--- src/elevator_pkg.sv ---
/*
 * Elevator floor-request controller package
 * Floor count and floor codes of the 11-floor car, plus sizing of the
 * pending request queue.
 */

package elevator_pkg;

    // Car geometry
    localparam int NUM_FLOORS = 11;
    localparam int FLOOR_WIDTH = 4;

    // Floor codes of the lowest and highest landing
    localparam logic [FLOOR_WIDTH-1:0] FLOOR_1 = 4'd0;
    localparam logic [FLOOR_WIDTH-1:0] FLOOR_11 = 4'd10;

    // Request queue sizing
    // At most NUM_FLOORS distinct floors are pending, so 16 entries never fill
    localparam int QUEUE_DEPTH = 16;
    localparam int QUEUE_PTR_WIDTH = 4;
    // One bit wider than the pointers so a full queue can be counted
    localparam int QUEUE_COUNT_WIDTH = 5;

endpackage

--- src/car_dispatch.sv ---
/*
 * Car dispatch
 * Gates service on power and emergency, pops the head floor once the car
 * stands at it, and otherwise sends the car toward the head floor. Also
 * registers the door open and close permissions.
 */

`timescale 1ns/1ps

module car_dispatch
    import elevator_pkg::*;
(
    input  logic                   clock,
    input  logic                   reset_n,
    input  logic                   power_switch,
    input  logic                   emergency_btn,
    input  logic                   elevator_moving,
    input  logic [FLOOR_WIDTH-1:0] current_floor,
    input  logic [FLOOR_WIDTH-1:0] head_floor,
    input  logic                   queue_empty,
    input  logic                   door_open_btn,
    input  logic                   door_close_btn,
    output logic                   service_active,
    output logic                   arrival,
    output logic [FLOOR_WIDTH-1:0] elevator_floor_selector,
    output logic                   direction_selector,
    output logic                   activate_elevator,
    output logic                   door_open_allowed,
    output logic                   door_close_allowed
);

    logic car_ready;
    logic go_next;
    logic car_stopped;

    //////////////////////////////////////////////////////////////////////
    // Service gating and arrival
    //////////////////////////////////////////////////////////////////////

    assign service_active = power_switch && !emergency_btn;
    assign car_stopped    = !elevator_moving;

    // Car is idle in service with work waiting
    assign car_ready = service_active && car_stopped && !queue_empty;

    // Standing at the head floor serves it, else the car is sent there
    assign arrival = car_ready && (head_floor == current_floor);
    assign go_next = car_ready && (head_floor != current_floor);

    //////////////////////////////////////////////////////////////////////
    // Sequencer command registers
    //////////////////////////////////////////////////////////////////////

    always_ff @(posedge clock or negedge reset_n) begin
        if (!reset_n) begin
            activate_elevator       <= 1'b0;
            direction_selector      <= 1'b0;
            elevator_floor_selector <= FLOOR_1;
        end else begin
            // Held high every cycle the car should be dispatched
            activate_elevator <= go_next;
            if (go_next) begin
                elevator_floor_selector <= head_floor;
                direction_selector      <= (head_floor > current_floor);
            end
        end
    end

    // Door permissions need power and a stopped car
    always_ff @(posedge clock or negedge reset_n) begin
        if (!reset_n) begin
            door_open_allowed  <= 1'b0;
            door_close_allowed <= 1'b0;
        end else begin
            door_open_allowed  <= door_open_btn && power_switch && car_stopped;
            door_close_allowed <= door_close_btn && power_switch && car_stopped;
        end
    end

    //////////////////////////////////////////////////////////////////////
    // Checks
    //////////////////////////////////////////////////////////////////////

    // An emergency stops dispatch by the very next cycle
    a_no_activate_after_emergency: assert property (
        @(posedge clock) disable iff (!reset_n)
        $past(emergency_btn) |-> !activate_elevator
    ) else $error("activate_elevator raised after emergency_btn");

endmodule

--- src/floor_request_controller.sv ---
/*
 * Elevator floor-request controller
 * Top level of the 11-floor car controller. Button lights and accepted
 * floors come from the request latch, the queue holds them in arrival
 * order and dispatch drives the external car sequencer.
 */

`timescale 1ns/1ps

module floor_request_controller
    import elevator_pkg::*;
(
    input  logic                   clock,
    input  logic                   reset_n,
    input  logic [NUM_FLOORS-1:0]  floor_call_buttons,
    input  logic [NUM_FLOORS-1:0]  panel_buttons,
    input  logic                   door_open_btn,
    input  logic                   door_close_btn,
    input  logic                   emergency_btn,
    input  logic                   power_switch,
    input  logic [FLOOR_WIDTH-1:0] current_floor,
    input  logic                   elevator_moving,
    output logic [FLOOR_WIDTH-1:0] elevator_floor_selector,
    output logic                   direction_selector,
    output logic                   activate_elevator,
    output logic [NUM_FLOORS-1:0]  call_button_lights,
    output logic [NUM_FLOORS-1:0]  panel_button_lights,
    output logic                   door_open_allowed,
    output logic                   door_close_allowed
);

    logic                   service_active;
    logic                   arrival;
    logic                   push_request;
    logic [FLOOR_WIDTH-1:0] push_floor;
    logic [FLOOR_WIDTH-1:0] head_floor;
    logic                   queue_empty;

    request_latch u_request_latch (
        .clock               (clock),
        .reset_n             (reset_n),
        .floor_call_buttons  (floor_call_buttons),
        .panel_buttons       (panel_buttons),
        .current_floor       (current_floor),
        .service_active      (service_active),
        .arrival             (arrival),
        .call_button_lights  (call_button_lights),
        .panel_button_lights (panel_button_lights),
        .push_request        (push_request),
        .push_floor          (push_floor)
    );

    request_queue u_request_queue (
        .clock        (clock),
        .reset_n      (reset_n),
        .push_request (push_request),
        .push_floor   (push_floor),
        .arrival      (arrival),
        .head_floor   (head_floor),
        .queue_empty  (queue_empty)
    );

    car_dispatch u_car_dispatch (
        .clock                   (clock),
        .reset_n                 (reset_n),
        .power_switch            (power_switch),
        .emergency_btn           (emergency_btn),
        .elevator_moving         (elevator_moving),
        .current_floor           (current_floor),
        .head_floor              (head_floor),
        .queue_empty             (queue_empty),
        .door_open_btn           (door_open_btn),
        .door_close_btn          (door_close_btn),
        .service_active          (service_active),
        .arrival                 (arrival),
        .elevator_floor_selector (elevator_floor_selector),
        .direction_selector      (direction_selector),
        .activate_elevator       (activate_elevator),
        .door_open_allowed       (door_open_allowed),
        .door_close_allowed      (door_close_allowed)
    );

endmodule

--- src/request_latch.sv ---
/*
 * Request latch
 * Samples hall call and car panel buttons into button lights, accepts at
 * most one new floor per cycle (lowest first) and pushes it to the request
 * queue. Clears the lights of the current floor when the car serves it.
 */

`timescale 1ns/1ps

module request_latch
    import elevator_pkg::*;
(
    input  logic                   clock,
    input  logic                   reset_n,
    input  logic [NUM_FLOORS-1:0]  floor_call_buttons,
    input  logic [NUM_FLOORS-1:0]  panel_buttons,
    input  logic [FLOOR_WIDTH-1:0] current_floor,
    input  logic                   service_active,
    input  logic                   arrival,
    output logic [NUM_FLOORS-1:0]  call_button_lights,
    output logic [NUM_FLOORS-1:0]  panel_button_lights,
    output logic                   push_request,
    output logic [FLOOR_WIDTH-1:0] push_floor
);

    logic [NUM_FLOORS-1:0]  pending;
    logic [NUM_FLOORS-1:0]  pressed;
    logic [NUM_FLOORS-1:0]  set_mask;
    logic [NUM_FLOORS-1:0]  clear_mask;
    logic                   accept_valid;
    logic [FLOOR_WIDTH-1:0] accept_floor;

    // A floor waits in the queue exactly while one of its lights is on
    assign pending = call_button_lights | panel_button_lights;
    assign pressed = floor_call_buttons | panel_buttons;

    //////////////////////////////////////////////////////////////////////
    // New floor selection
    //////////////////////////////////////////////////////////////////////

    // Scan downward so the lowest qualifying floor wins
    always_comb begin
        accept_valid = 1'b0;
        accept_floor = FLOOR_1;
        for (int f = int'(FLOOR_11); f >= int'(FLOOR_1); f--) begin
            if (pressed[f] && !pending[f] &&
                (current_floor != FLOOR_WIDTH'(f))) begin
                accept_valid = 1'b1;
                accept_floor = FLOOR_WIDTH'(f);
            end
        end
    end

    // Which lights may be set and which are cleared this cycle
    always_comb begin
        set_mask   = '0;
        clear_mask = '0;
        for (int f = 0; f < NUM_FLOORS; f++) begin
            if (service_active && (current_floor != FLOOR_WIDTH'(f))) begin
                // Second button of an already queued floor lights without a push
                if (pending[f] || (accept_valid && (accept_floor == FLOOR_WIDTH'(f)))) begin
                    set_mask[f] = 1'b1;
                end
            end
            if (arrival && (current_floor == FLOOR_WIDTH'(f))) begin
                clear_mask[f] = 1'b1;
            end
        end
    end

    //////////////////////////////////////////////////////////////////////
    // Light and push registers
    //////////////////////////////////////////////////////////////////////

    always_ff @(posedge clock or negedge reset_n) begin
        if (!reset_n) begin
            call_button_lights  <= '0;
            panel_button_lights <= '0;
            push_request        <= 1'b0;
        end else begin
            // Set and clear never touch the same floor
            call_button_lights <= (call_button_lights | (floor_call_buttons & set_mask))
                                  & ~clear_mask;
            panel_button_lights <= (panel_button_lights | (panel_buttons & set_mask))
                                   & ~clear_mask;
            push_request <= service_active && accept_valid;
        end
    end

    // Floor handed to the queue along with push_request
    always_ff @(posedge clock) begin
        if (accept_valid) begin
            push_floor <= accept_floor;
        end
    end

    //////////////////////////////////////////////////////////////////////
    // Checks
    //////////////////////////////////////////////////////////////////////

    // No request enters the queue while the car is out of service
    a_push_needs_service: assert property (
        @(posedge clock) disable iff (!reset_n)
        !$past(service_active) |-> !push_request
    ) else $error("push_request raised while service was inactive");

endmodule

--- src/request_queue.sv ---
/*
 * Request queue
 * First-in first-out store of accepted target floors. The head entry is
 * the next floor to serve and is popped when the car arrives there.
 */

`timescale 1ns/1ps

module request_queue
    import elevator_pkg::*;
(
    input  logic                   clock,
    input  logic                   reset_n,
    input  logic                   push_request,
    input  logic [FLOOR_WIDTH-1:0] push_floor,
    input  logic                   arrival,
    output logic [FLOOR_WIDTH-1:0] head_floor,
    output logic                   queue_empty
);

    logic [FLOOR_WIDTH-1:0]       entries [QUEUE_DEPTH];
    logic [QUEUE_PTR_WIDTH-1:0]   rd_ptr;
    logic [QUEUE_PTR_WIDTH-1:0]   wr_ptr;
    logic [QUEUE_COUNT_WIDTH-1:0] count;
    logic                         queue_full;

    assign queue_empty = (count == '0);
    assign queue_full  = (count == QUEUE_COUNT_WIDTH'(QUEUE_DEPTH));
    assign head_floor  = entries[rd_ptr];

    //////////////////////////////////////////////////////////////////////
    // Pointers and occupancy
    //////////////////////////////////////////////////////////////////////

    // Pointers wrap naturally at QUEUE_DEPTH
    always_ff @(posedge clock or negedge reset_n) begin
        if (!reset_n) begin
            rd_ptr <= '0;
            wr_ptr <= '0;
            count  <= '0;
        end else begin
            if (push_request) begin
                wr_ptr <= wr_ptr + 1'b1;
            end
            if (arrival) begin
                rd_ptr <= rd_ptr + 1'b1;
            end
            case ({push_request, arrival})
                2'b10:   count <= count + 1'b1;
                2'b01:   count <= count - 1'b1;
                // Simultaneous push and pop leaves the count alone
                default: count <= count;
            endcase
        end
    end

    // Storage
    always_ff @(posedge clock) begin
        if (push_request) begin
            entries[wr_ptr] <= push_floor;
        end
    end

    //////////////////////////////////////////////////////////////////////
    // Checks
    //////////////////////////////////////////////////////////////////////

    // The request latch must never outrun the queue
    a_no_push_when_full: assert property (
        @(posedge clock) disable iff (!reset_n)
        push_request |-> !queue_full
    ) else $error("push into a full request queue");

    // Dispatch only pops a floor that is actually queued
    a_no_pop_when_empty: assert property (
        @(posedge clock) disable iff (!reset_n)
        arrival |-> !queue_empty
    ) else $error("pop from an empty request queue");

endmodule

--- config.mk ---
export PLATFORM = sky130hd
export DESIGN_NAME = floor_request_controller
export DESIGN_NICKNAME = d
export VERILOG_FILES = /design/src/elevator_pkg.sv /design/src/car_dispatch.sv /design/src/floor_request_controller.sv /design/src/request_latch.sv /design/src/request_queue.sv
export SDC_FILE = /design/constraint.sdc
export NUM_CORES = 1
export LEC_CHECK = 0
export ABC_CLOCK_PERIOD_IN_PS = 5500
export BUFFER_PORTS_ARGS = -buffer_cell sky130_fd_sc_hd__buf_2
export CAP_MARGIN = 10
export CORE_ASPECT_RATIO = 1.5
export CORE_MARGIN = 8
export CORE_UTILIZATION = 60
export CTS_BUF_LIST = sky130_fd_sc_hd__clkbuf_4 sky130_fd_sc_hd__clkbuf_8
export DETAILED_ROUTE_END_ITERATION = 10
export PLACE_DENSITY = 0.82
export SYNTH_ARGS = -nofsm -noshare
export SYNTH_HDL_FRONTEND = slang
export SYNTH_SLANG_ARGS = --single-unit
--- constraint.sdc ---
create_clock -name clock -period 5.5 [get_ports clock]
set_clock_uncertainty 0.05 [all_clocks]
set_input_delay 0 -clock clock [delete_from_list [all_inputs] [get_ports clock]]
set_output_delay 0 -clock clock [all_outputs]
set_load 0.01 [all_outputs]
==> results by group <==
Run status
  – Outcome: finished, final reports clean

Job
  – Max-cap violations: 0

Power
  – Peak VDD IR: 0.210 mV
  – Switching pwr: 640 uW
  – Sequential Power Share: 52.0%
  – Cell internal pwr: 1440 uW
  – Pwr per Cell Area: 328 nW/um^2
  – Sw Ratio: 30.8%
  – Pleak: 0.00235 uW
  – Comb pwr share: 23.4%
  – Clock power frac: 24.6%

Synth
  – Mean Syn Cell Area: 12.4 sq um
  – Most common cell in the netlist: edfxtp_1
  – Synth Net Count: 489
  – Unique cell type count in the Yosys netlist: 60
  – EDFF count, synth: 68
  – Top post-synthesis cells by count: 68 x edfxtp_1, 52 x nand2_1, 44 x dfrtp_1, 37 x nor2_1, 22 x a21oi_1
  – Top_reg_cell synth: edfxtp_1
  – Share of the synthesized area in the top cell type: 37.4%
  – Seq/Total Area, Yosys: 57.5%
  – Mapped Area: 5470 sq um
  – Area leader, netlist: edfxtp_1
  – Yosys warning total: 0
  – Yosys reg bits: 112
  – Cells after synthesis: 442
  – Largest cells by area after synthesis: edfxtp_1 37%, dfrtp_1 20%, mux4_2 8.2%
  – Post-synth ARST share: 39.3%

Worst setup path
  – Crit-path max FO: 19
  – CP max-delay cell: dfrtp_1
  – Crit end category: register
  – Crit-path max cell delay: 0.83 ns
  – Critical path class: reg2reg
  – Critical path cell sequence: mux4_2, mux4_2, ha_1, nand4_1, or2_2, inv_2, ha_1, inv_1, fa_1, inv_1, a21o_1, a21oi_1, xnor2_1, nor2_1, xor2_1
  – Req. time, crit path: 5.76 ns
  – Critical path arrival: 4.77 ns
  – Startpoint types: register

Drt
  – DRT iter0 DRCs: 273
  – Post-route ant nets: 0
  – Via count: 4038
  – DRC violations left: 0
  – Drt wl/cell: 21.1 microns
  – DR vias/cell: 6.29
  – First-pass DRT Iterations: 5
  – Drt total wl: 13600 microns

Floorplan
  – Die Wd: 93.9 microns
  – Total Die Area: 12500 sq um
  – Core Box Area: 8830 sq um
  – IO Pins: 63
  – Initial Utilization: 61.9%
  – Die span in y: 133 microns
  – Row cnt: 42

STA
  – Post-Route Setup TNS: 0 ns
  – Final setup margin: 0.987 ns
  – Fmax: 222 MHz
  – Slew Viols, Final: 0
  – Worst slew pin tran: 1.03 ns
  – RSZ-0062 raised after global routing: no
  – Fin crit share: 82.1%
  – Setup Viol. Count Final: 0
  – Post-route minimum period: 4.51 ns
  – Slew HR: 31.0%
  – Final Hold Vio Count: 0

Placement
  – Worst slack, placed: 1.04 ns
  – Port bufs: 62
  – Placed Instances: 598
  – Placed instance area: 5840 sq um
  – GPL Wtd Cong: 0.875
  – DP Wirelength: 9720 microns

Clock tree
  – Resized Gates After CTS: 0
  – Clock Sinks: 112
  – Clock insertion delay at the later pin of the skew report: 0.38 ns
  – CTS max path bufs: 2
  – H-tree depth: 3
  – CTS Buf Count: 9
  – Clk slew on worst S/H paths: 0.11 ns
  – TritonCTS clock tree: built
  – Root buf cell: clkbuf_8

Global routing
  – GR Overflow Total: 0
  – Largest net degree at the start of global routing: 45
  – Vias in the first global route: 4227
  – Initial antenna violation count: 0
  – Global-route usage over all layers: 23.0%
  – Global-route wire length before repair: 22000 microns

Final layout
  – Final cell count without fillers: 642
  – Fin area: 6330 sq um
  – Fillers: 567
  – Area Growth Syn to Fin: 15.9%
  – Nets: 574
  – Layout cell share with drive strength beyond 1: 23.5%
  – Antenna Cells: 0

Worst hold path
  – Worst min path class: in2reg
-- per-stage QoR --
| stage | hold slack [ns] | util [%] | total power, uW |
|---|---|---|---|
| after global placement | 0.155 | 66.2 | 1540 |
| final | 0.0141 | 71.8 | 2080 |
| after CTS | 0.00444 | 71.8 | 2090 |
| after detailed placement | 0.181 | 66.2 | 1570 |
| after floorplan | -0.346 | - | 1410 |
| after global routing | 0.0398 | 71.8 | 2190 |
-- state kept, by name, indices dropped and copies added (netlist names), 4 cells and up --
| signal | count |
|---|---|
| u_car_dispatch.elevator_floor_selector | 4 |
| u_request_latch.panel_button_lights | 11 |
| u_request_queue.rd_ptr | 4 |
| u_request_queue.wr_ptr | 4 |
| u_request_latch.push_floor | 4 |
| u_request_queue.entries | 64 |
| u_request_latch.call_button_lights | 11 |
| u_request_queue.count | 5 |
-- path summary, 6_finish.rpt --
| kind | slack (ns) | startpoint | endpoint | cells after the start |
|---|---|---|---|---|
| max | 0.99 | u_request_queue.rd_ptr[1]$_DFFE_PN0P_ | u_request_queue.count[4]$_DFFE_PN0P_ | 15 |
| min reg2reg | 0.43 | u_car_dispatch.elevator_floor_selector[3]$_DFFE_PN0P_ | u_car_dispatch.elevator_floor_selector[3]$_DFFE_PN0P_ | 2 |
| min in group asynchronous | 0.28 | reset_n | u_request_latch.panel_button_lights[7]$_DFF_PN0_ | 2 |
| max in group asynchronous | 4.48 | reset_n | u_request_latch.call_button_lights[4]$_DFF_PN0_ | 2 |
| max reg2reg | 0.99 | u_request_queue.rd_ptr[1]$_DFFE_PN0P_ | u_request_queue.count[4]$_DFFE_PN0P_ | 15 |
| min | 0.01 | floor_call_buttons[8] | u_request_latch.call_button_lights[8]$_DFF_PN0_ | 4 |
-- cell usage in the layout, fill, tap and decap left out, types with 4 or more instances in the layout --
cell type,instances
and2_1,4
xnor2_1,7
nand4_1,4
a22o_1,4
nand2_1,52
o211ai_1,7
and3_1,9
a31oi_1,4
mux4_2,20
nor3_1,7
or2_2,13
a21oi_1,22
dfrtp_1,44
nor2_1,37
o21ai_0,21
xor2_1,4
nand3_1,6
o21ai_1,5
clkbuf_8,9
a32oi_1,4
inv_1,13
nand2b_1,6
ha_1,13
buf_2,62
edfxtp_1,68
dlygate4sd3_1,28
-- layer usage --
metal | track usage, % | share of wire (%) | vias to the layer above | wire, microns
li1 | - | - | 1822 | -
met1 | 25.1 | 36 | 1969 | 4830
met2 | 39.3 | 54 | 199 | 7290
met3 | 3.51 | 5.9 | 48 | 804
met4 | 15.8 | 4.8 | 0 | 645
met5 | 0 | 0 | - | 0
-- cells by family after synthesis --
logic type / synth area share [%]
AND/OR/NAND/NOR: 14.8
buffers and inverters: 2.38
adder cells (fa/ha/maj): 3.34
AO/OA/AOI/OAI: 11.7
multiplexers: 8.45
XOR/XNOR: 1.76
flip-flops: 57.5
-- power by group through the flow --
stage	combinational (uW)	clock [uW]	sequential [uW]
floorplan	347	0	1070
global placement	450	0	1090
detailed placement	471	0	1100
CTS	491	518	1080
global route	542	554	1090
finish	488	512	1080
-- worst max-delay path, delay by kind of cell (launching register included) --
| kind | cells | cell delay [ns] |
|---|---|---|
| adder cells (fa/ha/maj) | 3 | 1.02 |
| multiplexers | 2 | 0.91 |
| flip-flops | 1 | 0.83 |
| AND/OR/NAND/NOR | 3 | 0.78 |
| buffers and inverters | 3 | 0.37 |
| XOR/XNOR | 2 | 0.28 |
| AO/OA/AOI/OAI | 2 | 0.18 |
-- timing repair --
item | in CTS | in global routing
buffers inserted | 0 | 0
hold buffers | 28 | 0
endpoints found under the hold margin | 68 | 0
-- layout make-up --
cell class	count	area, sq um	share of cell area, %
Sequential cell	112	3140	49.6
Multi-Input combinational cell	299	2190	34.6
Timing Repair Buffer	91	598	9.44
Tap cell	110	138	2.17
Clock buffer	9	124	1.96
Clock inverter	7	87.6	1.38
Inverter	14	52.6	0.830
(Power assumes the default switching activity.)
